--- src/design/fpDivSqrt_consts.svh ---
//////////////////////////////
// Shared sizes of the FP divide/sqrt block
//////////////////////////////

`ifndef FP_DIVSQRT_CONSTS_SVH
`define FP_DIVSQRT_CONSTS_SVH

// Number of divide/sqrt lanes
`define FP_DIVSQRT_WIDTH 2

// Width of an active-list pointer
`define ACTIVE_LIST_PTR_BITS 6

// Mantissa iterations per operation, sets the core latency
`define DIVSQRT_ITERATIONS 26

`endif
--- src/design/fpDivSqrtPkg.sv ---
//////////////////////////////
// Types of the FP divide/sqrt block
//////////////////////////////

`include "fpDivSqrt_consts.svh"

package fpDivSqrtPkg;

    // Reservation state of one lane
    typedef enum logic [1:0] {
        phaseFree       = 2'd0,
        phaseReserved   = 2'd1,
        phaseProcessing = 2'd2,
        phaseWaiting    = 2'd3
    } DividerPhase;

    typedef enum logic {
        opDiv  = 1'b0,
        opSqrt = 1'b1
    } FpOp;

    typedef logic [`ACTIVE_LIST_PTR_BITS-1:0] ActiveListPtr;

endpackage

--- src/design/fpDivSqrtSubsystem.sv ---
//////////////////////////////
// FP divide/sqrt block, lanes plus writeback
//////////////////////////////

`include "fpDivSqrt_consts.svh"

module fpDivSqrtSubsystem import fpDivSqrtPkg::*; #(
    parameter int LaneBits = (`FP_DIVSQRT_WIDTH > 1) ? $clog2(`FP_DIVSQRT_WIDTH) : 1
) (
    input  logic                         clk,
    input  logic                         rstN,

    // Issue side
    input  logic [`FP_DIVSQRT_WIDTH-1:0] acquire,
    input  ActiveListPtr                 acquirePtr [`FP_DIVSQRT_WIDTH],
    input  logic [`FP_DIVSQRT_WIDTH-1:0] req,
    input  FpOp                          op [`FP_DIVSQRT_WIDTH],
    input  logic [31:0]                  dataA [`FP_DIVSQRT_WIDTH],
    input  logic [31:0]                  dataB [`FP_DIVSQRT_WIDTH],

    // Recovery
    input  logic                         toRecovery,
    input  ActiveListPtr                 flushHeadPtr,
    input  ActiveListPtr                 flushTailPtr,
    input  logic                         flushAll,

    input  logic                         wbStall,

    output logic [`FP_DIVSQRT_WIDTH-1:0] free,
    output logic [`FP_DIVSQRT_WIDTH-1:0] busy,
    output logic [`FP_DIVSQRT_WIDTH-1:0] reserved,

    output logic                         wbValid,
    output logic [LaneBits-1:0]          wbLane,
    output ActiveListPtr                 wbPtr,
    output logic [31:0]                  wbData
);

    localparam int Width = `FP_DIVSQRT_WIDTH;

    logic [Width-1:0] finished;
    logic [Width-1:0] laneRelease;
    logic [31:0]      result [Width];
    ActiveListPtr     lanePtr [Width];

    fpDivSqrtUnit i_unit (
        .clk          (clk),
        .rstN         (rstN),
        .acquire      (acquire),
        .acquirePtr   (acquirePtr),
        .req          (req),
        .op           (op),
        .dataA        (dataA),
        .dataB        (dataB),
        .toRecovery   (toRecovery),
        .flushAll     (flushAll),
        .flushHeadPtr (flushHeadPtr),
        .flushTailPtr (flushTailPtr),
        .laneRelease  (laneRelease),
        .free         (free),
        .busy         (busy),
        .reserved     (reserved),
        .finished     (finished),
        .result       (result),
        .lanePtr      (lanePtr)
    );

    divSqrtWritebackArbiter #(
        .LaneBits (LaneBits)
    ) i_arbiter (
        .clk         (clk),
        .rstN        (rstN),
        .finished    (finished),
        .result      (result),
        .lanePtr     (lanePtr),
        .wbStall     (wbStall),
        .laneRelease (laneRelease),
        .wbValid     (wbValid),
        .wbLane      (wbLane),
        .wbPtr       (wbPtr),
        .wbData      (wbData)
    );

endmodule

--- src/design/divSqrtWritebackArbiter.sv ---
//////////////////////////////
// Round-robin writeback of finished divide/sqrt lanes
//////////////////////////////

`include "fpDivSqrt_consts.svh"

module divSqrtWritebackArbiter import fpDivSqrtPkg::*; #(
    parameter int LaneBits = (`FP_DIVSQRT_WIDTH > 1) ? $clog2(`FP_DIVSQRT_WIDTH) : 1
) (
    input  logic                         clk,
    input  logic                         rstN,
    input  logic [`FP_DIVSQRT_WIDTH-1:0] finished,
    input  logic [31:0]                  result [`FP_DIVSQRT_WIDTH],
    input  ActiveListPtr                 lanePtr [`FP_DIVSQRT_WIDTH],
    input  logic                         wbStall,
    output logic [`FP_DIVSQRT_WIDTH-1:0] laneRelease,
    output logic                         wbValid,
    output logic [LaneBits-1:0]          wbLane,
    output ActiveListPtr                 wbPtr,
    output logic [31:0]                  wbData
);

    localparam int Width = `FP_DIVSQRT_WIDTH;

    logic [LaneBits-1:0] prioLane;
    logic [LaneBits-1:0] scanLane;
    logic [LaneBits-1:0] grantLane;
    logic                grantFound;
    logic                grant;

    // First finished lane at or after the priority pointer
    always_comb begin
        grantFound = 1'b0;
        grantLane = '0;
        scanLane = '0;
        for (int k = 0; k < Width; k++) begin
            scanLane = LaneBits'((int'(prioLane) + k) % Width);
            if (!grantFound && finished[scanLane]) begin
                grantFound = 1'b1;
                grantLane = scanLane;
            end
        end
    end

    assign grant = grantFound && !wbStall;
    assign laneRelease = grant ? (Width'(1) << grantLane) : '0;

    always_ff @(posedge clk) begin
        if (!rstN) begin
            wbValid <= 1'b0;
            prioLane <= '0;
        end
        else begin
            wbValid <= grant;
            if (grant) begin
                prioLane <= (int'(grantLane) == Width - 1) ? '0 : grantLane + 1'b1;
            end
        end
    end

    always_ff @(posedge clk) begin
        if (grant) begin
            wbLane <= grantLane;
            wbPtr  <= lanePtr[grantLane];
            wbData <= result[grantLane];
        end
    end

endmodule

--- src/design/fpDivSqrtUnit.sv ---
//////////////////////////////
// Divide/sqrt lanes with reservation phases and flush
//////////////////////////////

`include "fpDivSqrt_consts.svh"

module fpDivSqrtUnit import fpDivSqrtPkg::*; (
    input  logic                         clk,
    input  logic                         rstN,
    input  logic [`FP_DIVSQRT_WIDTH-1:0] acquire,
    input  ActiveListPtr                 acquirePtr [`FP_DIVSQRT_WIDTH],
    input  logic [`FP_DIVSQRT_WIDTH-1:0] req,
    input  FpOp                          op [`FP_DIVSQRT_WIDTH],
    input  logic [31:0]                  dataA [`FP_DIVSQRT_WIDTH],
    input  logic [31:0]                  dataB [`FP_DIVSQRT_WIDTH],
    input  logic                         toRecovery,
    input  logic                         flushAll,
    input  ActiveListPtr                 flushHeadPtr,
    input  ActiveListPtr                 flushTailPtr,
    input  logic [`FP_DIVSQRT_WIDTH-1:0] laneRelease,
    output logic [`FP_DIVSQRT_WIDTH-1:0] free,
    output logic [`FP_DIVSQRT_WIDTH-1:0] busy,
    output logic [`FP_DIVSQRT_WIDTH-1:0] reserved,
    output logic [`FP_DIVSQRT_WIDTH-1:0] finished,
    output logic [31:0]                  result [`FP_DIVSQRT_WIDTH],
    output ActiveListPtr                 lanePtr [`FP_DIVSQRT_WIDTH]
);

    localparam int Width = `FP_DIVSQRT_WIDTH;

    DividerPhase  regPhase  [Width];
    DividerPhase  nextPhase [Width];
    ActiveListPtr regPtr    [Width];

    logic [Width-1:0] rangeHit;
    logic [Width-1:0] flush;
    logic [Width-1:0] coreStart;
    logic [Width-1:0] coreDone;

    for (genvar i = 0; i < Width; i++) begin : gLane
        flushRangeDetector i_detector (
            .toRecovery   (toRecovery),
            .flushAll     (flushAll),
            .flushHeadPtr (flushHeadPtr),
            .flushTailPtr (flushTailPtr),
            .ptr          (regPtr[i]),
            .hit          (rangeHit[i])
        );

        // A flushed lane aborts its core in the same cycle
        assign flush[i] = rangeHit[i] && (regPhase[i] != phaseFree);
        assign coreStart[i] = req[i] && (regPhase[i] == phaseReserved);

        fp32DivSqrter i_core (
            .clk    (clk),
            .rstN   (rstN),
            .start  (coreStart[i]),
            .abort  (flush[i]),
            .op     (op[i]),
            .lhs    (dataA[i]),
            .rhs    (dataB[i]),
            .done   (coreDone[i]),
            .result (result[i])
        );

        assign lanePtr[i] = regPtr[i];
    end

    always_ff @(posedge clk) begin
        if (!rstN) begin
            for (int i = 0; i < Width; i++) begin
                regPhase[i] <= phaseFree;
            end
        end
        else begin
            regPhase <= nextPhase;
        end
    end

    // Pointer of the instruction that owns the lane
    always_ff @(posedge clk) begin
        for (int i = 0; i < Width; i++) begin
            if (acquire[i] && regPhase[i] == phaseFree) begin
                regPtr[i] <= acquirePtr[i];
            end
        end
    end

    always_comb begin
        for (int i = 0; i < Width; i++) begin
            nextPhase[i] = regPhase[i];
            case (regPhase[i])
                phaseFree: begin
                    if (acquire[i]) nextPhase[i] = phaseReserved;
                end
                phaseReserved: begin
                    if (req[i]) nextPhase[i] = phaseProcessing;
                end
                phaseProcessing: begin
                    if (coreDone[i]) nextPhase[i] = phaseWaiting;
                end
                phaseWaiting: begin
                    if (laneRelease[i]) nextPhase[i] = phaseFree;
                end
                default: nextPhase[i] = phaseFree;
            endcase

            // Flush overrides every other transition
            if (flush[i]) begin
                nextPhase[i] = phaseFree;
            end

            // Issue decides on the coming phase, so free looks one edge ahead
            free[i]     = (nextPhase[i] == phaseFree);
            busy[i]     = (regPhase[i] == phaseProcessing);
            reserved[i] = (regPhase[i] == phaseReserved);
            finished[i] = (regPhase[i] == phaseWaiting);
        end
    end

endmodule

--- src/design/fp32DivSqrter.sv ---
//////////////////////////////
// Iterative fp32 divider and square root, truncating
//////////////////////////////

`include "fpDivSqrt_consts.svh"

module fp32DivSqrter import fpDivSqrtPkg::*; (
    input  logic        clk,
    input  logic        rstN,
    input  logic        start,
    input  logic        abort,
    input  FpOp         op,
    input  logic [31:0] lhs,
    input  logic [31:0] rhs,
    output logic        done,
    output logic [31:0] result
);

    localparam int Iters = `DIVSQRT_ITERATIONS;
    localparam int CountBits = $clog2(Iters + 1);
    localparam int RadBits = 2 * Iters;
    localparam int RemBits = Iters + 3;

    // Unpacked operands
    logic        lhsSign;
    logic        rhsSign;
    logic [7:0]  lhsExp;
    logic [7:0]  rhsExp;
    logic [23:0] lhsMant;
    logic [23:0] rhsMant;
    logic        lhsZero;
    logic        rhsZero;

    logic signed [9:0]  divExp;
    logic signed [9:0]  sqrtUnbExp;
    logic signed [9:0]  sqrtExp;
    logic [RadBits-1:0] sqrtRadicand;

    logic        startSpecial;
    logic [31:0] startSpecialValue;

    // Control state
    logic                 busy;
    logic [CountBits-1:0] iterLeft;

    // Operation in flight
    FpOp                curOp;
    logic               resSign;
    logic signed [9:0]  resExp;
    logic [23:0]        divisor;
    logic [RadBits-1:0] radShift;
    logic [RemBits-1:0] rem;
    logic [Iters-1:0]   acc;
    logic               isSpecial;
    logic [31:0]        specialValue;

    // One iteration step
    logic               divGe;
    logic [RemBits-1:0] divRemNext;
    logic [RemBits-1:0] sqrtRemShifted;
    logic [RemBits-1:0] sqrtTrial;
    logic               sqrtGe;
    logic [RemBits-1:0] sqrtRemNext;

    // Final packing
    logic              needNorm;
    logic signed [9:0] finalExp;
    logic [22:0]       finalFrac;

    assign lhsSign = lhs[31];
    assign rhsSign = rhs[31];
    assign lhsExp  = lhs[30:23];
    assign rhsExp  = rhs[30:23];
    assign lhsMant = {1'b1, lhs[22:0]};
    assign rhsMant = {1'b1, rhs[22:0]};
    assign lhsZero = (lhsExp == 8'd0);
    assign rhsZero = (rhsExp == 8'd0);

    assign divExp = $signed({2'b00, lhsExp}) - $signed({2'b00, rhsExp}) + 10'sd127;
    assign sqrtUnbExp = $signed({2'b00, lhsExp}) - 10'sd127;
    // Arithmetic shift floors, which drops the odd bit moved into the mantissa
    assign sqrtExp = (sqrtUnbExp >>> 1) + 10'sd127;

    // Odd exponent doubles the radicand
    assign sqrtRadicand = sqrtUnbExp[0] ? {lhsMant, {(RadBits - 24){1'b0}}}
                                        : {1'b0, lhsMant, {(RadBits - 25){1'b0}}};

    // Special results are fixed at start, zero divisor wins over zero dividend
    always_comb begin
        startSpecial = 1'b0;
        startSpecialValue = '0;
        if (op == opDiv) begin
            if (rhsZero) begin
                startSpecial = 1'b1;
                startSpecialValue = {lhsSign ^ rhsSign, 8'hff, 23'd0};
            end
            else if (lhsZero) begin
                startSpecial = 1'b1;
                startSpecialValue = {lhsSign ^ rhsSign, 31'd0};
            end
        end
        else begin
            if (lhsZero) begin
                startSpecial = 1'b1;
                startSpecialValue = {lhsSign, 31'd0};
            end
            else if (lhsSign) begin
                startSpecial = 1'b1;
                startSpecialValue = 32'h7fc00000;
            end
        end
    end

    // Restoring division step
    assign divGe = rem >= {{(RemBits - 24){1'b0}}, divisor};
    assign divRemNext = (divGe ? rem - {{(RemBits - 24){1'b0}}, divisor} : rem) << 1;

    // Bit-by-bit square root step, two radicand bits per iteration
    assign sqrtRemShifted = {rem[RemBits-3:0], radShift[RadBits-1 -: 2]};
    assign sqrtTrial = {1'b0, acc, 2'b01};
    assign sqrtGe = sqrtRemShifted >= sqrtTrial;
    assign sqrtRemNext = sqrtGe ? sqrtRemShifted - sqrtTrial : sqrtRemShifted;

    // Quotient below one is shifted up by one bit
    assign needNorm = (curOp == opDiv) && !acc[Iters-1];
    assign finalExp = needNorm ? resExp - 10'sd1 : resExp;
    assign finalFrac = needNorm ? acc[Iters-3 -: 23] : acc[Iters-2 -: 23];

    always_ff @(posedge clk) begin
        if (!rstN) begin
            busy <= 1'b0;
            done <= 1'b0;
            iterLeft <= '0;
        end
        else begin
            done <= 1'b0;
            if (abort) begin
                busy <= 1'b0;
            end
            else if (start) begin
                busy <= 1'b1;
                iterLeft <= CountBits'(Iters);
            end
            else if (busy) begin
                if (iterLeft != '0) begin
                    iterLeft <= iterLeft - 1'b1;
                end
                else begin
                    busy <= 1'b0;
                    done <= 1'b1;
                end
            end
        end
    end

    always_ff @(posedge clk) begin
        if (start) begin
            curOp <= op;
            isSpecial <= startSpecial;
            specialValue <= startSpecialValue;
            divisor <= rhsMant;
            radShift <= sqrtRadicand;
            acc <= '0;
            if (op == opDiv) begin
                rem <= {{(RemBits - 24){1'b0}}, lhsMant};
                resSign <= lhsSign ^ rhsSign;
                resExp <= divExp;
            end
            else begin
                rem <= '0;
                resSign <= 1'b0;
                resExp <= sqrtExp;
            end
        end
        else if (busy && iterLeft != '0) begin
            rem <= (curOp == opDiv) ? divRemNext : sqrtRemNext;
            acc <= {acc[Iters-2:0], (curOp == opDiv) ? divGe : sqrtGe};
            radShift <= radShift << 2;
        end
        else if (busy && !abort) begin
            result <= isSpecial ? specialValue : {resSign, finalExp[7:0], finalFrac};
        end
    end

endmodule

--- src/design/flushRangeDetector.sv ---
//////////////////////////////
// Recovery flush check for one lane pointer
//////////////////////////////

module flushRangeDetector import fpDivSqrtPkg::*; (
    input  logic         toRecovery,
    input  logic         flushAll,
    input  ActiveListPtr flushHeadPtr,
    input  ActiveListPtr flushTailPtr,
    input  ActiveListPtr ptr,
    output logic         hit
);

    logic inRange;

    // Head is inclusive and tail exclusive, equal pointers mean an empty range
    always_comb begin
        inRange = 1'b0;
        if (flushHeadPtr < flushTailPtr) begin
            inRange = (ptr >= flushHeadPtr) && (ptr < flushTailPtr);
        end
        else if (flushHeadPtr > flushTailPtr) begin
            // Range wraps past the top of the active list
            inRange = (ptr >= flushHeadPtr) || (ptr < flushTailPtr);
        end
    end

    assign hit = toRecovery && (flushAll || inRange);

endmodule

--- config.mk ---
export PLATFORM = sky130hd
export DESIGN_NAME = fpDivSqrtSubsystem
export DESIGN_NICKNAME = d
export VERILOG_FILES = /design/src/design/fpDivSqrtPkg.sv /design/src/design/fpDivSqrtSubsystem.sv /design/src/design/divSqrtWritebackArbiter.sv /design/src/design/fpDivSqrtUnit.sv /design/src/design/fp32DivSqrter.sv /design/src/design/flushRangeDetector.sv
export VERILOG_INCLUDE_DIRS = /design/src /design/src/design
export SDC_FILE = /design/constraint.sdc
export NUM_CORES = 1
export LEC_CHECK = 0
export BUFFER_PORTS_ARGS = -buffer_cell sky130_fd_sc_hd__buf_4
export CAP_MARGIN = 20
export CELL_PAD_IN_SITES_DETAIL_PLACEMENT = 1
export CELL_PAD_IN_SITES_GLOBAL_PLACEMENT = 2
export CORE_ASPECT_RATIO = 1.5
export CORE_MARGIN = 4
export CORE_UTILIZATION = 41
export DETAILED_ROUTE_END_ITERATION = 7
export MAX_ROUTING_LAYER = met4
export PLACE_DENSITY = 0.87
export SLEW_MARGIN = 10
export SYNTH_ARGS = -nofsm -noshare
export SYNTH_HDL_FRONTEND = slang
export SYNTH_SLANG_ARGS = --single-unit
--- constraint.sdc ---
create_clock -name clk -period 7.75 [get_ports clk]
set_input_delay 1.55 -clock clk [delete_from_list [all_inputs] [get_ports clk]]
set_output_delay 1.55 -clock clk [all_outputs]
set_load 0.05 [all_outputs]
==> reports/summary.txt, run 1 <==
Status -> finished clean
Placed cell area -> 26300 um2
Yosys reg bits -> 369
Final hold viol count -> 0
Vias in the first global route -> 21700
Root buffer cell -> clkbuf_16
Number of port buffers -> 208
Fraction of power consumed by sequential logic -> 39.1%
Cell Area, Synth -> 24000 um2
Hold Path Sink -> i_unit.gLane[0].i_core.acc[1]
Worst r2r dst -> i_unit.gLane[1].i_core.rem[14]
Setup TNS -> 0 ns
Final HPWL DP -> 58200 um
Min Clock Period, post-route -> 5.79 ns
Cell count of the worst hold path -> 2
Final Cell Area -> 27700 um2
WL/cell -> 20.8 um
Pleak -> 11.0 nW
Power per cell area -> 227 nW/um2
Worst slew margin -> 29.6%
NetSw -> 0.00206 W
RSZ-0062 raised after global routing -> no
CP endpoint kind -> primary output
Total GRT Usage -> 24.1%
Gpl congestion -> 0.912
Distinct cells, synth -> 81
Storage element area -> 10400 um2
Sw Share -> 32.7%
Combinational fraction of design power -> 28.7%
Worst Path Max Fanout -> 8
Fin. max-slew vios -> 0
Number of synthesized flops with an enable pin -> 297
Max Cap Viol -> 0
Maximum buffer depth of the clock tree -> 3
Syn-to-layout area delta -> 15.5%
First drt pass iteration count -> 5
Worst r2r src -> i_unit.gLane[1].i_core.rem[1]
Type of the worst min-delay path -> reg2reg
Most common cell after layout, fill and taps aside -> nand2_1
Worst Reg-to-Reg Cells -> 12
# hold bufs at CTS -> 0
Worst-skew pair later-pin latency -> 0.57 ns
Min-delay src -> i_unit.gLane[0].i_core.acc[0]
Row cnt -> 108
Postcts setup bufs -> 0
Crit start category -> input port
CTS HTree Levels -> 2
CTS clock-pin slew for the worst setup and hold paths -> 0.06 ns
CTS Sinks -> 369
First-pass GRT wire length -> 117000 um
Number of remaining DRC errors -> 0
Initial antenna violation count -> 0
Via/cell ratio -> 5.55
Clock Skew -> 0.0163 ns
Die Wd -> 206 um
CTS tree -> yes
Largest net degree at the start of global routing -> 84
Flop2flop setup slack -> 3.35 ns
VDD IR max -> 0.000178 V
Detailed-route via count -> 19900
Max Freq -> 173 MHz
Post-CTS Resized -> 0
Register area share after synthesis -> 43.1%
Yosys Warn Count -> 0
Worst Path Arrival -> 4.24 ns
Fillers -> 6632
Post-synth top flop -> edfxtp_1
Placed cells -> 3509
Pre-CTS setup slack -> 2.00 ns
Top post-synthesis cells by area -> edfxtp_1 37%, ha_1 8.7%, nand2_1 6.7%
Syn nets -> 2957
Final Cycle Share -> 74.8%
DRT iter0 DRCs -> 790
Die Ht -> 304 um
Fin Hold WS -> 0.452 ns
Antenna fix cells -> 0
# setup viols final -> 0
Drt total wl -> 74600 um
Most frequent cells in the layout -> 431 x nand2_1, 297 x edfxtp_1, 262 x a21oi_1
WP data required -> 6.20 ns
Core area -> 58000 um2
Initial Util -> 41.4%
Final Net Count -> 3120
Pint -> 0.00424 W
Layout cells sized above 1 -> 12.5%
Io pins -> 209
Antenna-violating nets left -> 0
Async SR Flop Fraction -> 0%
Global route overflow -> 0
Yosys top cell by area -> edfxtp_1
PnR worst setup slack -> 1.96 ns
Mapped Avg Cell Area -> 9.16 um2
CP Class -> in2out
Area of the multi-input gates -> 12500 um2
Fin cells -> 3588
Syn Inst Count -> 2622
Worst slew pin tran -> 1.06 ns
TritonCTS Buffers -> 42
Yosys top cell area share -> 37.1%
Clock power frac -> 32.2%
Full die area -> 62600 um2
==> worst max path at each step <==
stage | cells past startpoint | slack, ns | to | from
2_1_floorplan | 3 | 1.92 | free[0] | wbStall
3_3_place_gp | 12 | 2.08 | free[0] | flushHeadPtr[0]
3_5_place_dp | 12 | 2.00 | free[0] | flushHeadPtr[0]
4_1_cts | 12 | 1.97 | free[0] | flushHeadPtr[0]
5_1_grt | 12 | 1.87 | free[0] | flushHeadPtr[0]
6_report | 12 | 1.96 | free[0] | flushHeadPtr[0]
==> through the flow <==
step | util, % | total power, W
detailed placement | 45.4 | 0.00430
global route | 47.9 | 0.00664
floorplan | - | 0.00375
CTS | 47.8 | 0.00636
global placement | 45.4 | 0.00425
finish | 47.9 | 0.00629
==> critical path: stages <==
cell and delay, ns:
buf_4 0.12, ha_1 0.27, nand2b_1 0.15, a21o_1 0.18, a21o_1 0.18, a21o_1 0.18
a21o_1 0.18, a21o_1 0.20, a32oi_1 0.23, o21ai_1 0.27, or3b_2 0.51, buf_4 0.20
==> routing by layer <==
metal  GRT usage [%]  up-vias  share of wire [%]
met2            45.5      358                 55
li1                -     9709                  -
met3            2.32      136                2.8
met4            10.1        0                4.7
met5               -        -                  0
met1            25.1     9712                 38
==> synth_stat cells, types with 20 or more instances <==
cell,n
nor3_1,35
clkbuf_1,86
xor2_1,69
nor2b_1,20
nand2_1,431
nand3_1,41
a21oi_1,263
nor2_1,196
o21ai_0,116
edfxtp_1,297
inv_1,183
dfxtp_1,72
o21bai_1,23
nand2b_1,25
mux2i_1,72
a21o_1,66
ha_1,168
a211oi_1,27
xnor2_1,82
a31oi_1,21
o211ai_1,36
==> sequential cells by signal (all words and copies together) (netlist names), 2 cells and up <==
name and cells:
i_unit.gLane.i_core.rem 58, i_unit.gLane.i_core.divisor 46, i_unit.gLane.i_core.done 2, i_unit.gLane.i_core.isSpecial 2, i_unit.regPtr 12, i_arbiter.wbData 32, i_unit.gLane.i_core.radShift 50, i_unit.gLane.i_core.resSign 2
i_unit.gLane.i_core.iterLeft 10, i_unit.gLane.i_core.busy 2, i_unit.gLane.i_core.result 64, i_unit.gLane.i_core.specialValue 6, i_unit.regPhase 4, i_unit.gLane.i_core.resExp 16, i_arbiter.wbPtr 6, i_unit.gLane.i_core.curOp 2
i_unit.gLane.i_core.acc 52
==> cells by family after synthesis <==
family,share of synthesized area (%)
compound gates,18.5
xor+xnor,5.50
fa+ha+maj,9.08
buf+inv,4.94
flops,43.1
mux,3.52
simple gates,15.3
==> power groups by stage <==
| stage | Sequential, W | Combinational [W] | Clock [W] |
|---|---|---|---|
| final | 0.00246 | 0.00181 | 0.00202 |
| after CTS | 0.00246 | 0.00182 | 0.00208 |
| after global placement | 0.00250 | 0.00175 | 0 |
| after global routing | 0.00248 | 0.00201 | 0.00216 |
| after floorplan | 0.00247 | 0.00129 | 0 |
| after detailed placement | 0.00250 | 0.00180 | 0 |
==> final cells by class <==
type                       instances  share of cell area [%]
tap                              770                    3.47
clock buffer                      57                    4.29
sequential                       369                    37.3
inverter                         184                    2.50
timing repair buffer             238                    6.50
multi-input combinational       1950                    45.2
clock inverter                    20                   0.663
(Power assumes the default switching activity.)
==> run 2: changes to the inputs <==
- CORE_UTILIZATION: 41 -> 35
- PLACE_DENSITY: 0.87 -> 0.79
- clock period: 7.75 -> 5.2 ns (I/O delays scaled with it)
==> run 2 against run 1 <==
Critical endpoint unchanged. Design area grew 1.0%. Setup slack lost 1.3 ns. Utilization shrank 6.6 points. Critical path depth is 2 lower. Register-to-register slack worse by 2.4 ns. Largest power group unchanged. Clock power grew 54%. Sequential power up 49%. Wire length is 2.1% higher.
==> reports/summary.txt, run 2 (synthesis gave the netlist of run 1 again) <==
Die Ht -> 329 um (+8.0%)
Final HPWL DP -> 59600 um (+2.4%)
Placed cells -> 3641 (+3.8%)
Type of the worst min-delay path -> reg2reg
Worst r2r src -> i_unit.gLane[0].i_core.rem[16]
Storage element area -> 10400 um2 (unchanged)
Postcts setup bufs -> 0 (unchanged)
Most common cell after layout, fill and taps aside -> nand2_1
First drt pass iteration count -> 7 (+2)
VDD IR max -> 0.000262 V (+47%)
Full die area -> 73000 um2 (+17%)
Max FFs per register -> 64 (unchanged)
Min-delay src -> i_unit.gLane[1].i_core.acc[1]
Gpl congestion -> 0.898 (-1.6%)
Worst Path Arrival -> 3.49 ns (-0.75 ns)
Io pins -> 209 (unchanged)
Worst-skew pair later-pin latency -> 0.58 ns (about the same)
Root buffer cell -> clkbuf_16
CP endpoint kind -> primary output
Final Net Count -> 3127 (+0.22%)
Fillers -> 7854 (+18%)
Initial Util -> 35.4% (-6.1 points)
Final hold viol count -> 0 (unchanged)
Crit start category -> input port
Initial antenna violation count -> 1 (+1)
Worst slew margin -> 27.2% (-2.4 points)
WL/cell -> 20.5 um (-1.5%)
Most frequent cells in the layout -> 431 x nand2_1, 297 x edfxtp_1, 262 x a21oi_1
Min Clock Period, post-route -> 4.53 ns
RSZ-0062 raised after global routing -> no
Max Cap Viol -> 0 (unchanged)
Final core occ -> 41.3% (-6.6 points)
TritonCTS Buffers -> 41 (-2.4%)
Largest net degree at the start of global routing -> 72 (-14%)
CTS clock-pin slew for the worst setup and hold paths -> 0.06 ns (about the same)
Power per cell area -> 339 nW/um2 (+50%)
Syn-to-layout area delta -> 16.6%
Antenna-violating nets left -> 0 (unchanged)
Status -> finished clean
Flop2flop setup slack -> 1.00 ns (-2.35 ns)
CTS HTree Levels -> 2 (unchanged)
Clock Skew -> 0.0180 ns (+0.00168 ns)
Worst slew pin tran -> 1.09 ns (+0.0322 ns)
WP data required -> 4.16 ns (-2.04 ns)
GR Util met1 -> 22.8% (-2.3 points)
Grt peak-use layer -> met2
Fin. max-slew vios -> 0 (unchanged)
Via/cell ratio -> 5.34 (-3.7%)
Number of remaining DRC errors -> 0 (unchanged)
Largest Register -> i_unit.gLane.i_core.result
Drt total wl -> 76200 um (+2.1%)
Pleak -> 11.0 nW (+0.47%)
Global route overflow -> 0 (unchanged)
Met2 usage -> 40.3% (-5.2 points)
Max Freq -> 221 MHz
Post-CTS Resized -> 0 (unchanged)
Vias in the first global route -> 21600 (-0.48%)
Detailed-route via count -> 19900 (-0.26%)
Setup TNS -> 0 ns (unchanged)
CTS Sinks -> 369 (unchanged)
Met3 Usage GRT -> 2.09% (-0.23 points)
CP Class -> in2out
Top flop regs -> i_unit.gLane.i_core.result (64), i_unit.gLane.i_core.rem (58), i_unit.gLane.i_core.acc (52)
Fin cells -> 3718 (+3.6%)
CTS tree -> yes
DRT iter0 DRCs -> 826 (+4.6%)
First-pass GRT wire length -> 120000 um (+2.5%)
Worst Path Max Fanout -> 3 (-5)
Die Wd -> 222 um (+7.9%)
CP startpoint -> flushTailPtr[3]
Row cnt -> 117 (+8.3%)
Layout cells sized above 1 -> 12.6% (+0.11 points)
Total GRT Usage -> 21.0% (-3.1 points)
Number of port buffers -> 208 (unchanged)
Maximum buffer depth of the clock tree -> 3 (unchanged)
Final Cycle Share -> 87.0%
Area of the multi-input gates -> 12600 um2 (+0.12%)
# hold bufs at CTS -> 0 (unchanged)
# setup viols final -> 0 (unchanged)
Core area -> 67900 um2 (+17%)
-- run 2: cell types whose count changed in the layout (fill, tap and decap cells not counted), sizes merged --
cell / before / now
inv: 192 / 184
buf: 238 / 246
clkinvlp: 2 / 3
diode: 0 / 1
clkbuf: 57 / 67
clkinv: 8 / 3
bufinv: 2 / 3
-- run 2: layer usage --
metal  share of wire, %  vias up
met1                 40     9709
met4                3.1        0
met3                2.4      121
li1                   -     9723
met5                  0        -
met2                 55      311
-- run 2: final cells by class --
| cell class | count | share of cell area, % |
|---|---|---|
| Multi-Input combinational cell | 1950 | 44.8 |
| Sequential cell | 369 | 37.0 |
| Timing Repair Buffer | 246 | 6.68 |
| Clock buffer | 67 | 4.60 |
| Tap cell | 892 | 3.98 |
| Inverter | 184 | 2.48 |
| Clock inverter | 9 | 0.464 |
| Antenna cell | 1 | 0.00893 |
-- run 2: worst max-delay path, stage by stage --
cell and delay [ns]:
buf_4 0.11, inv_1 0.10, ha_1 0.26, a21o_1 0.16
a21o_1 0.17, a221oi_1 0.55, nand2b_1 0.25, o21ai_1 0.12
or3b_2 0.50, buf_4 0.22
-- run 2: path summary, 6_finish.rpt --
check / endpoint / cells past startpoint
worst min-delay path: i_unit.gLane[1].i_core.acc[2] / 2
worst min register to register: i_unit.gLane[1].i_core.acc[2] / 2
worst max register to register: i_unit.gLane[0].i_core.rem[10] / 12
worst max-delay path: free[0] / 10
-- run 2: per-stage QoR --
stage | area (um2) | hold WS (ns) | setup WS, ns | total power (W)
3_5_place_dp | 26600 | 0.470 | 0.658 | 0.00645
2_1_floorplan | 24000 | 0.432 | 0.386 | 0.00559
6_report | 28000 | 0.485 | 0.675 | 0.00951
3_3_place_gp | 26600 | 0.467 | 0.661 | 0.00639
4_1_cts | 28000 | 0.494 | 0.645 | 0.00963
5_1_grt | 28000 | 0.515 | 0.573 | 0.0101
-- run 2: where the power goes --
group	internal, W	switching, W	total [W]
registers	0.00349	0.000178	0.00367
clock network	0.00185	0.00127	0.00311
logic	0.00110	0.00162	0.00272
